`config.mk`:
```
export PLATFORM = sky130hd
export DESIGN_NAME = music_control_top
export DESIGN_NICKNAME = d
export VERILOG_FILES = /design/src/hdl/player_pkg.sv /design/src/hdl/button_mode_map.sv /design/src/hdl/button_press_unit.sv /design/src/hdl/music_control_top.sv /design/src/hdl/player_control.sv
export SDC_FILE = /design/constraint.sdc
export NUM_CORES = 1
export LEC_CHECK = 0
export BUFFER_PORTS_ARGS = -buffer_cell sky130_fd_sc_hd__buf_2
export CORE_MARGIN = 3
export CORE_UTILIZATION = 55
export CTS_BUF_LIST = sky130_fd_sc_hd__clkbuf_8 sky130_fd_sc_hd__clkbuf_16
export CTS_CLUSTER_DIAMETER = 150
export CTS_CLUSTER_SIZE = 16
export DETAILED_ROUTE_END_ITERATION = 6
export GPL_TIMING_DRIVEN = 0
export HOLD_SLACK_MARGIN = 0.06
export PLACE_DENSITY = 0.75
export SLEW_MARGIN = 0
export SYNTH_ARGS = -nofsm -noshare
export SYNTH_HDL_FRONTEND = slang
export SYNTH_SLANG_ARGS = --single-unit
```
`constraint.sdc`:
```
create_clock -name clk -period 5.9 [get_ports clk]
set_clock_uncertainty 0.15 [all_clocks]
set_input_delay 0.295 -clock clk [delete_from_list [all_inputs] [get_ports clk]]
set_output_delay 0.295 -clock clk [all_outputs]
set_load 0.005 [all_outputs]
```
`src/hdl/player_pkg.sv`:
```
package player_pkg;

    // ==============================
    // logical button vector
    // ==============================

    // number of logical player buttons
    localparam int num_buttons = 5;

    // bit positions in the logical button vector
    localparam int btn_stop = 0;
    localparam int btn_play = 1;
    localparam int btn_next = 2;
    localparam int btn_rew  = 3;
    localparam int btn_ff   = 4;

    // one line per logical button
    typedef logic [num_buttons-1:0] lbtn_t;

    // ==============================
    // player data widths
    // ==============================

    // song number, wraps at NUM_SONGS in the controller
    typedef logic [3:0] song_t;

    // beat position within a song, wraps mod 256
    typedef logic [7:0] beat_t;

    // transport modes
    typedef enum logic [1:0] {
        st_paused,
        st_play,
        st_rewind,
        st_fast
    } player_state_t;

endpackage

```
`src/hdl/button_mode_map.sv`:
```
`timescale 1ns/1ps

module button_mode_map (
    // only clocks the assertion below
    input  logic               clk,
    input  logic [1:0]         sw,
    input  logic [3:0]         btn,
    output player_pkg::lbtn_t  raw_lines
);

    // ==============================
    // panel layouts
    // ==============================

    always_comb begin
        // unmapped lines stay low
        raw_lines = '0;
        case (sw)
            // basic layout
            // btn[0] has no function here
            2'b00: begin
                raw_lines[player_pkg::btn_stop] = btn[3];
                raw_lines[player_pkg::btn_play] = btn[2];
                raw_lines[player_pkg::btn_next] = btn[1];
            end
            // transport layout, both switch codes
            2'b01, 2'b11: begin
                raw_lines[player_pkg::btn_stop] = btn[3];
                raw_lines[player_pkg::btn_play] = btn[2];
                raw_lines[player_pkg::btn_rew]  = btn[1];
                raw_lines[player_pkg::btn_ff]   = btn[0];
            end
            // 2'b10 is the panel-locked mode
            // every line held low
            default: begin
                raw_lines = '0;
            end
        endcase
    end

    // ==============================
    // checks
    // ==============================

    // basic layout has no seek buttons
    // so the seek lines must be quiet downstream as well
    a_no_seek_in_basic: assert property (
        @(posedge clk)
        (sw == 2'b00) |->
            !(raw_lines[player_pkg::btn_rew] || raw_lines[player_pkg::btn_ff])
    ) else $error("seek line high in basic panel mode");

endmodule

```
`src/hdl/button_press_unit.sv`:
```
`timescale 1ns/1ps

module button_press_unit #(
    // stable time is 2**DEBOUNCE_WIDTH - 1 cycles
    parameter int DEBOUNCE_WIDTH = 20
) (
    input  logic clk,
    input  logic rst_n,
    input  logic raw,
    output logic press
);

    // counter limits
    localparam logic [DEBOUNCE_WIDTH-1:0] cnt_max  = '1;
    localparam logic [DEBOUNCE_WIDTH-1:0] cnt_last = cnt_max - 1'b1;

    // synchronizer stages
    logic                      sync_q1;
    logic                      sync_q2;

    // stable-high counter
    logic [DEBOUNCE_WIDTH-1:0] stable_cnt;

    // ==============================
    // input synchronizer
    // ==============================

    // two flops against metastability on the raw pin
    always_ff @(posedge clk or negedge rst_n) begin
        if (!rst_n) begin
            sync_q1 <= 1'b0;
            sync_q2 <= 1'b0;
        end else begin
            sync_q1 <= raw;
            sync_q2 <= sync_q1;
        end
    end

    // ==============================
    // debounce and pulse
    // ==============================

    always_ff @(posedge clk or negedge rst_n) begin
        if (!rst_n) begin
            stable_cnt <= '0;
        end else if (!sync_q2) begin
            // any low cycle restarts the count
            stable_cnt <= '0;
        end else if (stable_cnt != cnt_max) begin
            stable_cnt <= stable_cnt + 1'b1;
        end
        // saturated otherwise, held until release
    end

    // pulse lands in the cycle the count hits max
    // after that the count sits at max so no repeat
    always_ff @(posedge clk or negedge rst_n) begin
        if (!rst_n) begin
            press <= 1'b0;
        end else begin
            press <= sync_q2 && (stable_cnt == cnt_last);
        end
    end

    // a held button must never produce back-to-back pulses
    a_single_pulse: assert property (
        @(posedge clk) disable iff (!rst_n)
        press |=> !press
    ) else $error("press pulse longer than one cycle");

endmodule

```
`src/hdl/music_control_top.sv`:
```
`timescale 1ns/1ps

module music_control_top #(
    // debounce, kept small in simulation
    parameter int DEBOUNCE_WIDTH = 20,
    // cycles per beat
    parameter int BEAT_COUNT     = 1000,
    // song count, at most 16
    parameter int NUM_SONGS      = 4
) (
    input  logic                       clk,
    input  logic                       rst_n,
    input  logic [3:0]                 btn,
    input  logic [1:0]                 sw,
    output player_pkg::player_state_t  state,
    output player_pkg::song_t          song,
    output player_pkg::beat_t          position,
    output logic                       beat
);

    // mapped button levels
    player_pkg::lbtn_t raw_lines;
    // one-cycle press pulses
    player_pkg::lbtn_t press;

    // ==============================
    // panel mapping
    // ==============================

    button_mode_map u_mode_map (
        .clk       (clk),
        .sw        (sw),
        .btn       (btn),
        .raw_lines (raw_lines)
    );

    // ==============================
    // press units
    // ==============================

    // identical debouncer per logical line
    for (genvar i = 0; i < player_pkg::num_buttons; i++) begin : g_press
        button_press_unit #(
            .DEBOUNCE_WIDTH (DEBOUNCE_WIDTH)
        ) u_press (
            .clk   (clk),
            .rst_n (rst_n),
            .raw   (raw_lines[i]),
            .press (press[i])
        );
    end

    // ==============================
    // player controller
    // ==============================

    player_control #(
        .BEAT_COUNT (BEAT_COUNT),
        .NUM_SONGS  (NUM_SONGS)
    ) u_player (
        .clk      (clk),
        .rst_n    (rst_n),
        .press    (press),
        .state    (state),
        .song     (song),
        .position (position),
        .beat     (beat)
    );

endmodule

```
`src/hdl/player_control.sv`:
```
`timescale 1ns/1ps

module player_control #(
    // clock cycles per beat
    parameter int BEAT_COUNT = 1000,
    // song number wraps here, at most 16
    parameter int NUM_SONGS  = 4
) (
    input  logic                       clk,
    input  logic                       rst_n,
    input  player_pkg::lbtn_t          press,
    output player_pkg::player_state_t  state,
    output player_pkg::song_t          song,
    output player_pkg::beat_t          position,
    output logic                       beat
);

    // timer sizing, at least one bit
    localparam int timer_w = (BEAT_COUNT > 1) ? $clog2(BEAT_COUNT) : 1;

    typedef logic [timer_w-1:0] timer_t;

    localparam timer_t            timer_last = timer_t'(BEAT_COUNT - 1);
    localparam player_pkg::song_t last_song  = player_pkg::song_t'(NUM_SONGS - 1);

    player_pkg::player_state_t state_nx;
    player_pkg::song_t         song_nx;
    player_pkg::beat_t         pos_nx;
    timer_t                    beat_timer;
    timer_t                    timer_nx;
    // stop or next forces position to 0
    logic                      clear_pos;
    // timer restart on a state change or forced position
    logic                      restart;
    // beat boundary this cycle
    logic                      tick;

    // ==============================
    // transport decode
    // ==============================

    // one button acted on per cycle
    // priority stop, next, play, rewind, ff
    always_comb begin
        state_nx  = state;
        song_nx   = song;
        clear_pos = 1'b0;
        if (press[player_pkg::btn_stop]) begin
            state_nx  = player_pkg::st_paused;
            clear_pos = 1'b1;
        end else if (press[player_pkg::btn_next]) begin
            // state untouched on a song skip
            song_nx   = (song == last_song) ? '0 : song + 1'b1;
            clear_pos = 1'b1;
        end else if (press[player_pkg::btn_play]) begin
            // play toggles only against st_play
            if (state == player_pkg::st_play) begin
                state_nx = player_pkg::st_paused;
            end else begin
                state_nx = player_pkg::st_play;
            end
        end else if (press[player_pkg::btn_rew]) begin
            // seek ignored while paused
            if (state != player_pkg::st_paused) begin
                state_nx = player_pkg::st_rewind;
            end
        end else if (press[player_pkg::btn_ff]) begin
            if (state != player_pkg::st_paused) begin
                state_nx = player_pkg::st_fast;
            end
        end
    end

    // ==============================
    // beat timer and position
    // ==============================

    assign restart = (state_nx != state) || clear_pos;

    // a boundary that collides with a restart is dropped
    assign tick = (state != player_pkg::st_paused) && (beat_timer == timer_last) && !restart;

    always_comb begin
        // idle in pause, wrap at the boundary
        if (restart || (state == player_pkg::st_paused) || (beat_timer == timer_last)) begin
            timer_nx = '0;
        end else begin
            timer_nx = beat_timer + 1'b1;
        end
    end

    always_comb begin
        pos_nx = position;
        if (clear_pos) begin
            pos_nx = '0;
        end else if (tick) begin
            case (state)
                player_pkg::st_play:   pos_nx = position + 8'd1;
                player_pkg::st_fast:   pos_nx = position + 8'd2;
                // rewind stops at the song start
                player_pkg::st_rewind: pos_nx = (position == '0) ? '0 : position - 8'd1;
                default:               pos_nx = position;
            endcase
        end
    end

    // all outputs registered, one cycle after the pulse
    always_ff @(posedge clk or negedge rst_n) begin
        if (!rst_n) begin
            state      <= player_pkg::st_paused;
            song       <= '0;
            position   <= '0;
            beat_timer <= '0;
            beat       <= 1'b0;
        end else begin
            state      <= state_nx;
            song       <= song_nx;
            position   <= pos_nx;
            beat_timer <= timer_nx;
            beat       <= tick;
        end
    end

    // beat follows a tick of an unchanged running state
    a_no_beat_paused: assert property (
        @(posedge clk) disable iff (!rst_n)
        beat |-> (state != player_pkg::st_paused)
    ) else $error("beat pulse while paused");

    a_song_range: assert property (
        @(posedge clk) disable iff (!rst_n)
        song < NUM_SONGS
    ) else $error("song number out of range");

endmodule

```
# Word-level counts from Yosys, hierarchy flattened
# Cells that the tools add are included.
[word_totals]
regBits = 140
wordCells = 109
out_inout_bits = 15
[classes]
n_mux = 29
addsub = 10
n_bitwise = 1
n_reduce_logical = 21
eq_ne = 23
[op_table]
columns = ["op", "n"]
rows = [
  ["$mux 20", 10],
  ["$add 20x1->20 const B", 5],
  ["$eq 20x20->1 const B", 5],
  ["$ne 20x20->1 const B", 5],
  ["$mux 8", 3],
  ["$pmux 8 s3", 1],
  ["$mux 2", 9],
  ["$add 10x1->10 const B", 1],
  ["$eq 10x10->1 const B", 1],
  ["$mux 10", 1],
  ["$ne 2x2->1 const B", 5],
  ["$add 8x1->8 const B", 1],
  ["$add 8x2->8 const B", 1],
  ["$logic_not 8->1", 1],
  ["$sub 8x1->8 const B", 1],
  ["$logic_and 1x1->1", 7],
  ["$eq 2x2->1 const B", 3],
  ["$add 4x1->4 const B", 1],
  ["$eq 2x1->1 const B", 2],
  ["$eq 4x2->1 const B", 1],
  ["$logic_not 2->1", 2],
  ["$mux 1", 4],
  ["$mux 4", 1],
  ["$reduce_and 2->1", 2],
  ["8 further kinds", 11],
]

# Logic depth before layout (Yosys ltp)
# Gate-level depths: netlist of the first run.
[logic_depth]
depth_word = 13
depth_mapped = 8

# By module
# Synthesis of the first run repeated with hierarchy kept, for this count alone.
[unflattened]
hier_cells = 871
hier_area_um2 = 8348.0
[by_module_without_submodules]
columns = ["module", "area_per_inst_um2", "n_inst", "seq_area_each_um2", "cells_per_inst"]
rows = [
  ["button_press_unit at g_press[0].u_press ...", 1313.8, 4, 575.6, 134],
  ["player_control", 1820.5, 1, 625.6, 206],
  ["button_press_unit at g_press[3].u_press", 1231.2, 1, 575.6, 123],
  ["button_mode_map", 41.3, 1, 0.0, 6],
]

# Worst setup path before layout of the first run
# Ideal clock, no wire load.
[synth_path]
path_type = "reg-to-reg"
start = "register u_player.position[1]"
end = "register u_player.position[4]"
arrival_time_ns = 1.910
period_less_slack_ns = 2.133
path_slack_ns = 3.767
stages_incl_launch_ff = 8
cell_sequence = "dfrtp_1 -> inv_1 -> ha_1 -> or4b_4 -> a31oi_4 -> xnor2_1 -> or3_1 -> a21oi_2"
[synth_between]
elab_chain_len = 5
elab_cells_between_ends = 8
classes_between = "add/sub: 3; mux: 4; reduce/logical: 1"
[synth_lines]
columns = ["item", "line", "text"]
rows = [
  ["from (decl)", "player_control.sv:14", "output player_pkg::beat_t position,"],
  ["from (signal assigned)", "player_control.sv:118", "position <= pos_nx;"],
  ["$sub 8x1->8 / $logic_not 8->1 (equally long branches)", "player_control.sv:101", "player_pkg::st_rewind: pos_nx = (position == '0) ? '0 : position - 8'd1;"],
  ["$mux 8", "player_control.sv:101", ""],
  ["$pmux 8 s3 *", "player_control.sv:97", "case (state)"],
  ["$mux 8 *", "player_control.sv:96", "end else if (tick) begin"],
  ["$mux 8 *", "player_control.sv:94", "if (clear_pos) begin"],
]
# Mark *: on every way between the ends. The rest lies on a longest branch, timed or not. The select of a mux whose other input is x is not followed.
# A chain may end at the register's enable or synchronous reset.

# Final worst setup path of the first run
[layout_path]
start = "register g_press[1].u_press.stable_cnt[1]"
end = "register g_press[1].u_press.stable_cnt[1]"
[layout_between]
elab_chain_len = 3
elab_cells_between_ends = 5
classes_between = "add/sub: 1; eq/ne: 2; mux: 2"
[layout_lines]
columns = ["item", "line", "text"]
rows = [
  ["from (decl)", "button_press_unit.sv:22", "logic [DEBOUNCE_WIDTH-1:0] stable_cnt;"],
  ["from (signal assigned)", "button_press_unit.sv:50", "stable_cnt <= stable_cnt + 1'b1;"],
  ["$add 20x1->20", "button_press_unit.sv:50", ""],
  ["$mux 20", "button_press_unit.sv:49", "end else if (stable_cnt != cnt_max) begin"],
  ["$mux 20", "button_press_unit.sv:46", "end else if (!sync_q2) begin"],
]
# Parallel ways exist; a longest one is shown, timed or not. The select of a mux whose other input is x is not followed.

==> results.ini, run 1 <==
[grt]
grt_pass1_vias = 5763
grt_overflow = 0
antenna_found_initial = 0
grt_use_total = 0.211
grt_max_degree = 106
grt_pass1_wl_um = 25900

[yosys]
yosysMostFrequentCell = dfrtp_1
syn_area_per_cell_um2 = 9.60
syn_inst = 788
synth.yosys.seq_area_share = 0.463
synth_warnings = 0
yosys.area.top_type = dfrtp_1
synth_edf_count = 0
yosys.cell_types.count = 74
synth_common_cells = 140 x dfrtp_1, 111 x nor2_1, 57 x xnor2_1, 55 x nand2_1, 41 x nand3_1
synth_area_leaders = dfrtp_1 46%, xnor2_1 6.6%, nor2_1 5.5%, xor2_1 3.0%, ha_1 3.0%
ys.flop_type = dfrtp_1
syn_nets = 814
ys_ff_latch = 140
yosysTopAreaCellShare = 0.463
synth_area_mm2 = 0.00756
synth-async-reset-ratio = 1.00

[finish]
drive_gt1_frac = 0.112
syn2layout_area_growth_pct = 14.2
layoutNonFillerInstCount = 1028
num-nets-final = 865
multi_input_area_mm2 = 0.00378
diodes = 0
regArea_mm2 = 0.00350
nFillCells = 1048

[sta]
max_slew_margin = 0.551
setup_ws_ps = 3540
final_max_slew_viol_count = 0
setup_viol = 0
rsz0062_at_grt = no
fin_crit_sh = 0.399
worst_pin_slew_ps = 668
hold_viol = 0
fmax_mhz = 424
fin_crit_ps = 2360
holdWs_ps = 71.4
fin_tns_setup_ps = 0

[placement]
io_buffer_count = 22
routabilityCongestion = 0.887
hpwl_um = 10500
dp_cells = 987
dp_slack_ps = 3600

[clocking]
clk_path_buf_depth = 2
cts_sinks = 140
cts_root_buf = clkbuf_16
post_cts_resize_count = 0
clk_latency_ps = 430
postCtsSetupRepairBufs = 0
h-tree-depth = 4
path_clk_slew_ps = 60
cts_made_buffers = 17
cts_tree = done

[hold_path]
hp-class = in2reg

[floorplanning]
floorplan.die_area_mm2 = 0.0152
io_pins = 23
fp.dieH_um = 123
rows = 42
initial_utilization = 0.567
fp.coreArea_mm2 = 0.0133
die_w_um = 123

[run_status]
status = complete, no violations

[detailed_routing]
avgRoutedWirePerCell_um = 15.0
viasPerCell = 5.86
vias = 6020
firstDrtPassIters = 5
drc = 0
drt_wl_total_um = 15400
drtIter0Drc = 477
ant_nets = 0

[setup_path]
arrival_ps = 2530
end_kind = register
criticalPathCategory = reg2reg
ff2ff_setup_slack_ps = 3540
crit_required_ps = 6080
critPathLaunchType = register
crit_path_max_fanout = 9

[flow_run]
drv_cap = 0

[pwr]
vdd_ir_drop_max_uv = 203
leakagePower_nw = 3.58
power.density_mw_per_mm2 = 247

-- layer usage --
metal / wire (um) / vias up / share of wire / global-route usage
met3: 533 / 28 / 0.035 / 0.0499
li1: - / 2905 / - / -
met1: 7150 / 2951 / 0.46 / 0.274
met2: 7470 / 136 / 0.48 / 0.345
met4: 292 / 0 / 0.019 / 0.0803
met5: 0 / - / 0 / 0
-- metrics by stage --
stage               total power, W  area [um2]  utilization
finish                     0.00213        8640        0.647
global route               0.00221        8640        0.647
CTS                        0.00215        8640        0.647
detailed placement         0.00104        7930        0.594
global placement           0.00104        7890        0.591
floorplan                  0.00101        7560            -
-- worst paths after layout --
path                                                         end                             start  cells after the start
worst max-delay path            g_press[1].u_press.stable_cnt[1]  g_press[1].u_press.stable_cnt[1]                      5
worst min-delay path                  g_press[1].u_press.sync_q1                             sw[0]                      3
worst max register to register  g_press[1].u_press.stable_cnt[1]  g_press[1].u_press.stable_cnt[1]                      5
worst min register to register        g_press[0].u_press.sync_q2        g_press[0].u_press.sync_q1                      0
max in group asynchronous       g_press[1].u_press.stable_cnt[3]                             rst_n                      3
min in group asynchronous                   u_player.position[2]                             rst_n                      2
-- placed cells by master, fill, tap and decap left out, types with 3 or more instances in the layout --
master         count
a211oi_1          11
a21boi_0           4
a21oi_1           34
a31oi_1            7
and2_1             9
and3_1            16
and4_1            11
buf_2             30
buf_6              7
bufinv_16          3
clkbuf_1          14
clkbuf_16         17
clkbuf_8           4
clkinv_1           3
clkinvlp_4         4
dfrtp_1          140
dlygate4sd3_1      9
ha_1              18
inv_1             28
mux2i_1            8
nand2_1           55
nand2b_1           8
nand3_1           41
nand4_1           32
nor2_1           111
nor2b_1            5
nor3_1            26
nor3_2             3
nor4_1             9
o2111ai_1          3
o211ai_1           5
o21a_1             4
o21ai_0           19
o21ai_1            4
or3_1              9
or4_1              4
xnor2_1           57
xor2_1            26
-- sequential cells by signal (all words and copies together) (netlist names) --
register	cells
g_press.u_press.press	5
g_press.u_press.stable_cnt	100
g_press.u_press.sync_q1	5
g_press.u_press.sync_q2	5
u_player.beat	1
u_player.beat_timer	10
u_player.position	8
u_player.song	4
u_player.state	2
-- area by class of cell --
type,count,area share
buffer,29,0.0191
clock buffer,21,0.0556
clock inverter,11,0.0164
inverter,30,0.0136
multi-input combinational,589,0.437
sequential,140,0.406
tap,176,0.0255
timing repair buffer,32,0.0271
-- where the power goes --
part	total [W]	leakage [nW]	internal [W]	switching, W
Sequential	0.000977	1.94	0.000968	0.00000860
Combinational	0.0000519	1.34	0.0000156	0.0000362
Clock	0.00110	0.300	0.000706	0.000398
-- what timing repair did --
item                       CTS  global route
setup endpoints to repair    0             0
hold buffers                 9             0
hold endpoints to repair    40             0
-- cells by family (layout without fill, tap and decap cells) --
| logic type | Yosys count | in the layout | share of synthesized area |
|---|---|---|---|
| and+or+nand+nor | 359 | 359 | 0.244 |
| DFF | 140 | 140 | 0.463 |
| AOI/OAI and AO/OA | 119 | 119 | 0.116 |
| xor gates and xnor gates | 83 | 83 | 0.0961 |
| buffers and inverters | 59 | 123 | 0.0374 |
| adders and majority gates | 18 | 18 | 0.0298 |
| muxes | 10 | 10 | 0.0136 |
-- critical path, cell delays in order, from the launching register on --
cell      delay (ps)
dfrtp_1          430
ha_1             270
and4_1           320
nor3b_2          550
nand2_1          240
a211oi_1         290
Power figures use the tool's default switching activity.
==> run 2, diff against run 1 <==
==> constraint.sdc (replaced) <==
create_clock -name clk -period 2.3 [get_ports clk]
set_clock_uncertainty 0.15 [all_clocks]
set_input_delay 0.115 -clock clk [delete_from_list [all_inputs] [get_ports clk]]
set_output_delay 0.115 -clock clk [all_outputs]
set_load 0.005 [all_outputs]
==> results.ini, run 2 (synthesis gave the netlist of run 1 again) <==
[detailed_routing]
met2WireLength_um = 7700  ; was 7470 um
drc = 0  ; unchanged
ant_nets = 0  ; unchanged
vias = 6099  ; was 6020
drt_wl_total_um = 15800  ; was 15400 um
firstDrtPassIters = 6  ; was 5
avgRoutedWirePerCell_um = 15.2  ; was 15.0 um
wl_met1_um = 7190  ; was 7150 um
wl_met3_um = 584  ; was 533 um
viasPerCell = 5.88  ; was 5.86
drtIter0Drc = 523  ; was 477
topRoutingLayerUsed = met4  ; unchanged

[clocking]
cts_sinks = 140  ; unchanged
clk_path_buf_depth = 2  ; unchanged
h-tree-depth = 4  ; unchanged
clk_latency_ps = 420  ; was 430 ps
path_clk_slew_ps = 60  ; about the same
cts_made_buffers = 17  ; unchanged
cts_tree = done  ; unchanged
cts_root_buf = clkbuf_16  ; unchanged

[placement]
hpwl_um = 10500  ; unchanged
routabilityCongestion = 0.887  ; unchanged
io_buffer_count = 22  ; unchanged
dp_cells = 987  ; unchanged

[finish]
drive_gt1_frac = 0.128  ; was 0.112
regMostFlops = g_press.u_press.stable_cnt  ; unchanged
final_cell_mix = 137 x dfrtp_1, 111 x nor2_1, 57 x xnor2_1  ; was 140 x dfrtp_1, 111 x nor2_1, 57 x xnor2_1
top_regs = g_press.u_press.stable_cnt: 100 flops, u_player.beat_timer: 10 flops, u_player.position: 8 flops  ; unchanged
layoutNonFillerInstCount = 1037  ; was 1028
diodes = 0  ; unchanged
final_common_cell = dfrtp_1  ; unchanged
num-nets-final = 874  ; was 865
syn2layout_area_growth_pct = 15.9  ; was 14.2%
largest_register_ff_count = 100  ; unchanged
nFillCells = 1040  ; was 1048
final_util = 0.657  ; was 0.647

[setup_path]
crit_family = simple AND/OR/NAND/NOR gates  ; unchanged
path_buf_inv = 0  ; unchanged
critPathLaunchType = register  ; unchanged
crit_chain = or4_4 -> nor3_2 -> a211oi_1 -> o311ai_4 -> o41ai_2  ; was ha_1 -> and4_1 -> nor3b_2 -> nand2_1 -> a211oi_1
crit_path_max_fanout = 9  ; unchanged
reg2reg_depth = 5  ; unchanged
criticalPathCategory = reg2reg  ; unchanged
crit_required_ps = 2440  ; was 6080 ps
r2r-end = u_player.position[7]  ; was g_press[1].u_press.stable_cnt[1]
arrival_ps = 2370  ; was 2530 ps
ff2ff_setup_slack_ps = 70  ; was 3540 ps
max_stage_delay_ps = 590  ; was 550 ps
critPathSlowestCell = or4_4  ; was nor3b_2
end_kind = register  ; unchanged
rr_startpoint = u_player.position[5]  ; was g_press[1].u_press.stable_cnt[1]

[sta]
worst_pin_slew_ps = 671  ; was 668 ps
max_slew_margin = 0.549  ; was 0.551
fin_crit_sh = 0.970  ; was 0.399
final_max_slew_viol_count = 0  ; unchanged
fin_crit_ps = 2230  ; was 2360 ps
rsz0062_at_grt = no  ; unchanged
hold_viol = 0  ; unchanged
setup_viol = 0  ; unchanged
fin_tns_setup_ps = 0  ; unchanged
holdWs_ps = 64.9  ; was 71.4 ps
fmax_mhz = 448  ; was 424 MHz

[floorplanning]
die_w_um = 123  ; unchanged
initial_utilization = 0.567  ; unchanged
fp.dieH_um = 123  ; unchanged
fp.coreArea_mm2 = 0.0133  ; unchanged
io_pins = 23  ; unchanged
rows = 42  ; unchanged
floorplan.die_area_mm2 = 0.0152  ; unchanged

[pwr]
power.share.clock = 0.517  ; was 0.518
p_switching_w = 0.00113  ; was 0.000443 W
p_seq_frac = 0.458  ; about the same
p_int_w = 0.00434  ; was 0.00169 W
power.density_mw_per_mm2 = 625  ; was 247 mW/mm2
p_sw_frac = 0.207  ; was 0.208
p_total_w = 0.00548  ; was 0.00213 W
leakagePower_nw = 3.65  ; was 3.58 nW
vdd_ir_drop_max_uv = 520  ; was 203 uV
combPwrFrac = 0.026  ; was 0.024

[grt]
grt_max_degree = 106  ; unchanged
grt_overflow = 0  ; unchanged
antenna_found_initial = 0  ; unchanged
grt_pass1_vias = 5769  ; was 5763
grt_use_total = 0.211  ; about the same
grt_pass1_wl_um = 25900  ; about the same

[hold_path]
hp-class = in2async  ; was in2reg

[run_status]
status = complete, no violations  ; unchanged

[flow_run]
drv_cap = 0  ; unchanged

run 2: power groups by stage:
stage               registers (W)  clock network [W]   logic, W
finish                    0.00251            0.00283   0.000141
CTS                       0.00251            0.00288   0.000146
global route              0.00251            0.00301   0.000161
detailed placement        0.00255                  0   0.000126
global placement          0.00255                  0   0.000112
floorplan                 0.00254                  0  0.0000466
run 2: repair_timing:
| action | in CTS | in global routing |
|---|---|---|
| pin swaps | 0 | 1 |
| gates cloned | 0 | 1 |
| buffers inserted | 0 | 5 |
| setup endpoints to repair | 3 | 19 |
| resized for setup | 3 | 10 |
| hold buffers | 12 | 0 |
| hold endpoints to repair | 145 | 0 |
run 2: tightest hold or removal path, stage by stage:
cell and delay (ps):
dlygate4sd3_1 550, buf_6 130, buf_12 210
run 2: worst max-delay path by stage:
stage                                     startpoint                                end  slack [ps]  cells past startpoint
floorplan                       u_player.position[1]               u_player.position[4]         170                      7
global placement                               rst_n  g_press[0].u_press.stable_cnt[15]        -920                      1
detailed placement  g_press[1].u_press.stable_cnt[1]   g_press[1].u_press.stable_cnt[1]          -4                      5
CTS                             u_player.position[1]               u_player.position[4]          40                      7
global route        g_press[3].u_press.stable_cnt[9]   g_press[3].u_press.stable_cnt[1]           8                      4
finish                          u_player.position[5]               u_player.position[7]          70                      5
run 2: layout make-up:
cell class                      count  area [um2]  share of cell area
Sequential cell                   140        3510               0.400
Tap cell                          176         220              0.0251
Inverter                           30         118              0.0134
Clock inverter                     11         141              0.0161
Buffer                             29         168              0.0191
Clock buffer                       21         480              0.0548
Multi-Input combinational cell    589        3820               0.435
Timing Repair Buffer               41         317              0.0361
run 2: stage by stage:
stage	worst slack [ps]	cell area (um2)
floorplan	167	7560
global placement	-920	7890
detailed placement	-3.93	7930
CTS	42.1	8690
global route	7.59	8770
finish	68.7	8770
run 2: routing by layer:
metal | track usage | vias up
li1 | - | 2914
met5 | 0 | -
met3 | 0.0499 | 29
met2 | 0.346 | 145
met1 | 0.274 | 3011
met4 | 0.0803 | 0
==> run 3, diff against run 2 <==
--- a/config.mk
+++ b/config.mk
@@ -6,15 +6,17 @@
 export NUM_CORES = 1
 export LEC_CHECK = 0
 export BUFFER_PORTS_ARGS = -buffer_cell sky130_fd_sc_hd__buf_2
+export CELL_PAD_IN_SITES_DETAIL_PLACEMENT = 0
+export CELL_PAD_IN_SITES_GLOBAL_PLACEMENT = 1
 export CORE_MARGIN = 3
-export CORE_UTILIZATION = 55
+export CORE_UTILIZATION = 49
 export CTS_BUF_LIST = sky130_fd_sc_hd__clkbuf_8 sky130_fd_sc_hd__clkbuf_16
 export CTS_CLUSTER_DIAMETER = 150
 export CTS_CLUSTER_SIZE = 16
 export DETAILED_ROUTE_END_ITERATION = 6
 export GPL_TIMING_DRIVEN = 0
 export HOLD_SLACK_MARGIN = 0.06
-export PLACE_DENSITY = 0.75
+export PLACE_DENSITY = 0.83
 export SLEW_MARGIN = 0
 export SYNTH_ARGS = -nofsm -noshare
 export SYNTH_HDL_FRONTEND = slang
==> results.ini, run 3 (synthesis gave the netlist of run 1 again) <==
[clocking]
h-tree-depth = 4  ; unchanged
cts_made_buffers = 17  ; unchanged
cts_tree = done  ; unchanged
cts_sinks = 140  ; unchanged
clk_path_buf_depth = 2  ; unchanged
clk_latency_ps = 420  ; about the same
cts_root_buf = clkbuf_16  ; unchanged
path_clk_slew_ps = 60  ; about the same

[floorplanning]
initial_utilization = 0.511  ; was 0.567
die_w_um = 130  ; was 123 um
fp.dieH_um = 130  ; was 123 um
floorplan.die_area_mm2 = 0.0170  ; was 0.0152 mm2
rows = 44  ; was 42
fp.coreArea_mm2 = 0.0148  ; was 0.0133 mm2
io_pins = 23  ; unchanged

[flow_run]
drv_cap = 0  ; unchanged

[sta]
holdWs_ps = 81.9  ; was 64.9 ps
fin_crit_ps = 2230  ; about the same
fmax_mhz = 449  ; was 448 MHz
max_slew_margin = 0.506  ; was 0.549
rsz0062_at_grt = yes  ; was no
worst_pin_slew_ps = 735  ; was 671 ps
hold_viol = 0  ; unchanged
setup_viol = 0  ; unchanged
fin_crit_sh = 0.968  ; was 0.970
setup_ws_ps = 73.0  ; was 68.7 ps
final_max_slew_viol_count = 0  ; unchanged
fin_tns_setup_ps = 0  ; unchanged

[detailed_routing]
drc = 0  ; unchanged
vias = 5855  ; was 6099
drtIter0Drc = 379  ; was 523
drt_wl_total_um = 15100  ; was 15800 um
viasPerCell = 5.65  ; was 5.88
firstDrtPassIters = 5  ; was 6
ant_nets = 0  ; unchanged
avgRoutedWirePerCell_um = 14.6  ; was 15.2 um

[finish]
multi_input_area_mm2 = 0.00381  ; was 0.00382 mm2
largest_register_ff_count = 100  ; unchanged
regMostFlops = g_press.u_press.stable_cnt  ; unchanged
regArea_mm2 = 0.00351  ; unchanged
nFillCells = 1268  ; was 1040
final_common_cell = dfrtp_1  ; unchanged
diodes = 0  ; unchanged
top_regs = g_press.u_press.stable_cnt: 100 flops, u_player.beat_timer: 10 flops, u_player.position: 8 flops  ; unchanged
num-nets-final = 869  ; was 874
syn2layout_area_growth_pct = 15.0  ; was 15.9%
final_cell_mix = 137 x dfrtp_1, 111 x nor2_1, 57 x xnor2_1  ; unchanged
drive_gt1_frac = 0.123  ; was 0.128

[setup_path]
ff2ff_setup_slack_ps = 70  ; about the same
rr_startpoint = u_player.position[0]  ; was u_player.position[5]
worst-path-stages = 7  ; was 5
cp-endpoint = u_player.position[4]  ; was u_player.position[7]
crit_family = simple AND/OR/NAND/NOR gates  ; unchanged
crit_required_ps = 2510  ; was 2440 ps
end_kind = register  ; unchanged
criticalPathCategory = reg2reg  ; unchanged
reg2reg_depth = 7  ; was 5
crit_chain = inv_2 -> ha_2 -> or4b_4 -> a31oi_4 -> xnor2_1 -> or3_1 -> a21oi_2  ; was or4_4 -> nor3_2 -> a211oi_1 -> o311ai_4 -> o41ai_2
crit_path_max_fanout = 9  ; unchanged
critPathSlowestCell = dfrtp_2  ; was or4_4
critPathLaunch = u_player.position[0]  ; was u_player.position[5]
arrival_ps = 2430  ; was 2370 ps
path_buf_inv = 1  ; was 0
max_stage_delay_ps = 490  ; was 590 ps
r2r-end = u_player.position[4]  ; was u_player.position[7]
critPathLaunchType = register  ; unchanged

[placement]
io_buffer_count = 22  ; unchanged
routabilityCongestion = 0.877  ; was 0.887
dp_slack_ps = 0.832  ; was -3.93 ps
hpwl_um = 10100  ; was 10500 um

[hold_path]
hp-class = in2async  ; unchanged

[grt]
grt_overflow = 0  ; unchanged
grt_use_total = 0.190  ; was 0.211
antenna_found_initial = 0  ; unchanged
grt_pass1_vias = 5628  ; was 5769
grt_max_degree = 81  ; was 106
grt_pass1_wl_um = 26100  ; was 25900 um

[run_status]
status = complete, no violations  ; unchanged

[pwr]
power.density_mw_per_mm2 = 621  ; was 625 mW/mm2
leakagePower_nw = 3.62  ; was 3.65 nW
vdd_ir_drop_max_uv = 461  ; was 520 uV

[run 3: cell count changes in the layout (fill, tap and decap cells not counted), moves of 2 or more]
cell	previous run	this run
buf_4	5	2
clkinv_2	1	3
clkinvlp_4	4	0
inv_1	27	25
[run 3: through the flow]
stage	area (um2)	utilization	total power, W	cells
after CTS	8650	0.584	0.00549	1035
after global placement	7900	0.534	0.00266	994
after floorplan	7560	-	0.00259	788
final	8700	0.587	0.00541	1037
after detailed placement	7940	0.536	0.00267	995
after global routing	8700	0.587	0.00559	1037
[run 3: metal layers]
layer | track usage | routed length (um) | part of all wire | vias up
li1 | - | - | - | 2894
met1 | 0.249 | 7110 | 0.47 | 2842
met2 | 0.310 | 7310 | 0.48 | 97
met3 | 0.0430 | 469 | 0.031 | 22
met4 | 0.0691 | 241 | 0.016 | 0
met5 | 0 | 0 | 0 | -
[run 3: worst min-delay path by stage]
stage	startpoint	end	depth (start not counted)
floorplan	rst_n	g_press[0].u_press.press	0
global placement	sw[1]	g_press[2].u_press.sync_q1	2
detailed placement	rst_n	g_press[4].u_press.stable_cnt[3]	1
CTS	rst_n	g_press[4].u_press.stable_cnt[3]	2
global route	rst_n	g_press[4].u_press.stable_cnt[3]	2
finish	rst_n	g_press[4].u_press.stable_cnt[3]	2
[run 3: report_power, final]
part / total, W / internal [W] / switching [W]
Sequential: 0.00251 / 0.00248 / 0.0000218
Clock: 0.00276 / 0.00179 / 0.000972
Combinational: 0.000135 / 0.0000426 / 0.0000923
Total: 0.00541 / 0.00432 / 0.00109
[run 3: timing repair]
| action | CTS | global route |
|---|---|---|
| buffers inserted | 0 | 2 |
| setup endpoints to repair | 3 | 11 |
| gates resized for setup | 4 | 10 |
| endpoints found under the hold margin | 145 | 0 |
| hold buffers | 11 | 0 |
| pin swaps | 0 | 1 |
[run 3: cell type report]
type                    count  area share
clock buffers              21      0.0552
inverters                  30      0.0138
plain buffers              29      0.0190
well taps                 184      0.0265
multi-input cells         589       0.438
flip-flops and latches    140       0.403
repair buffers             36      0.0309
clock inverters             8      0.0135
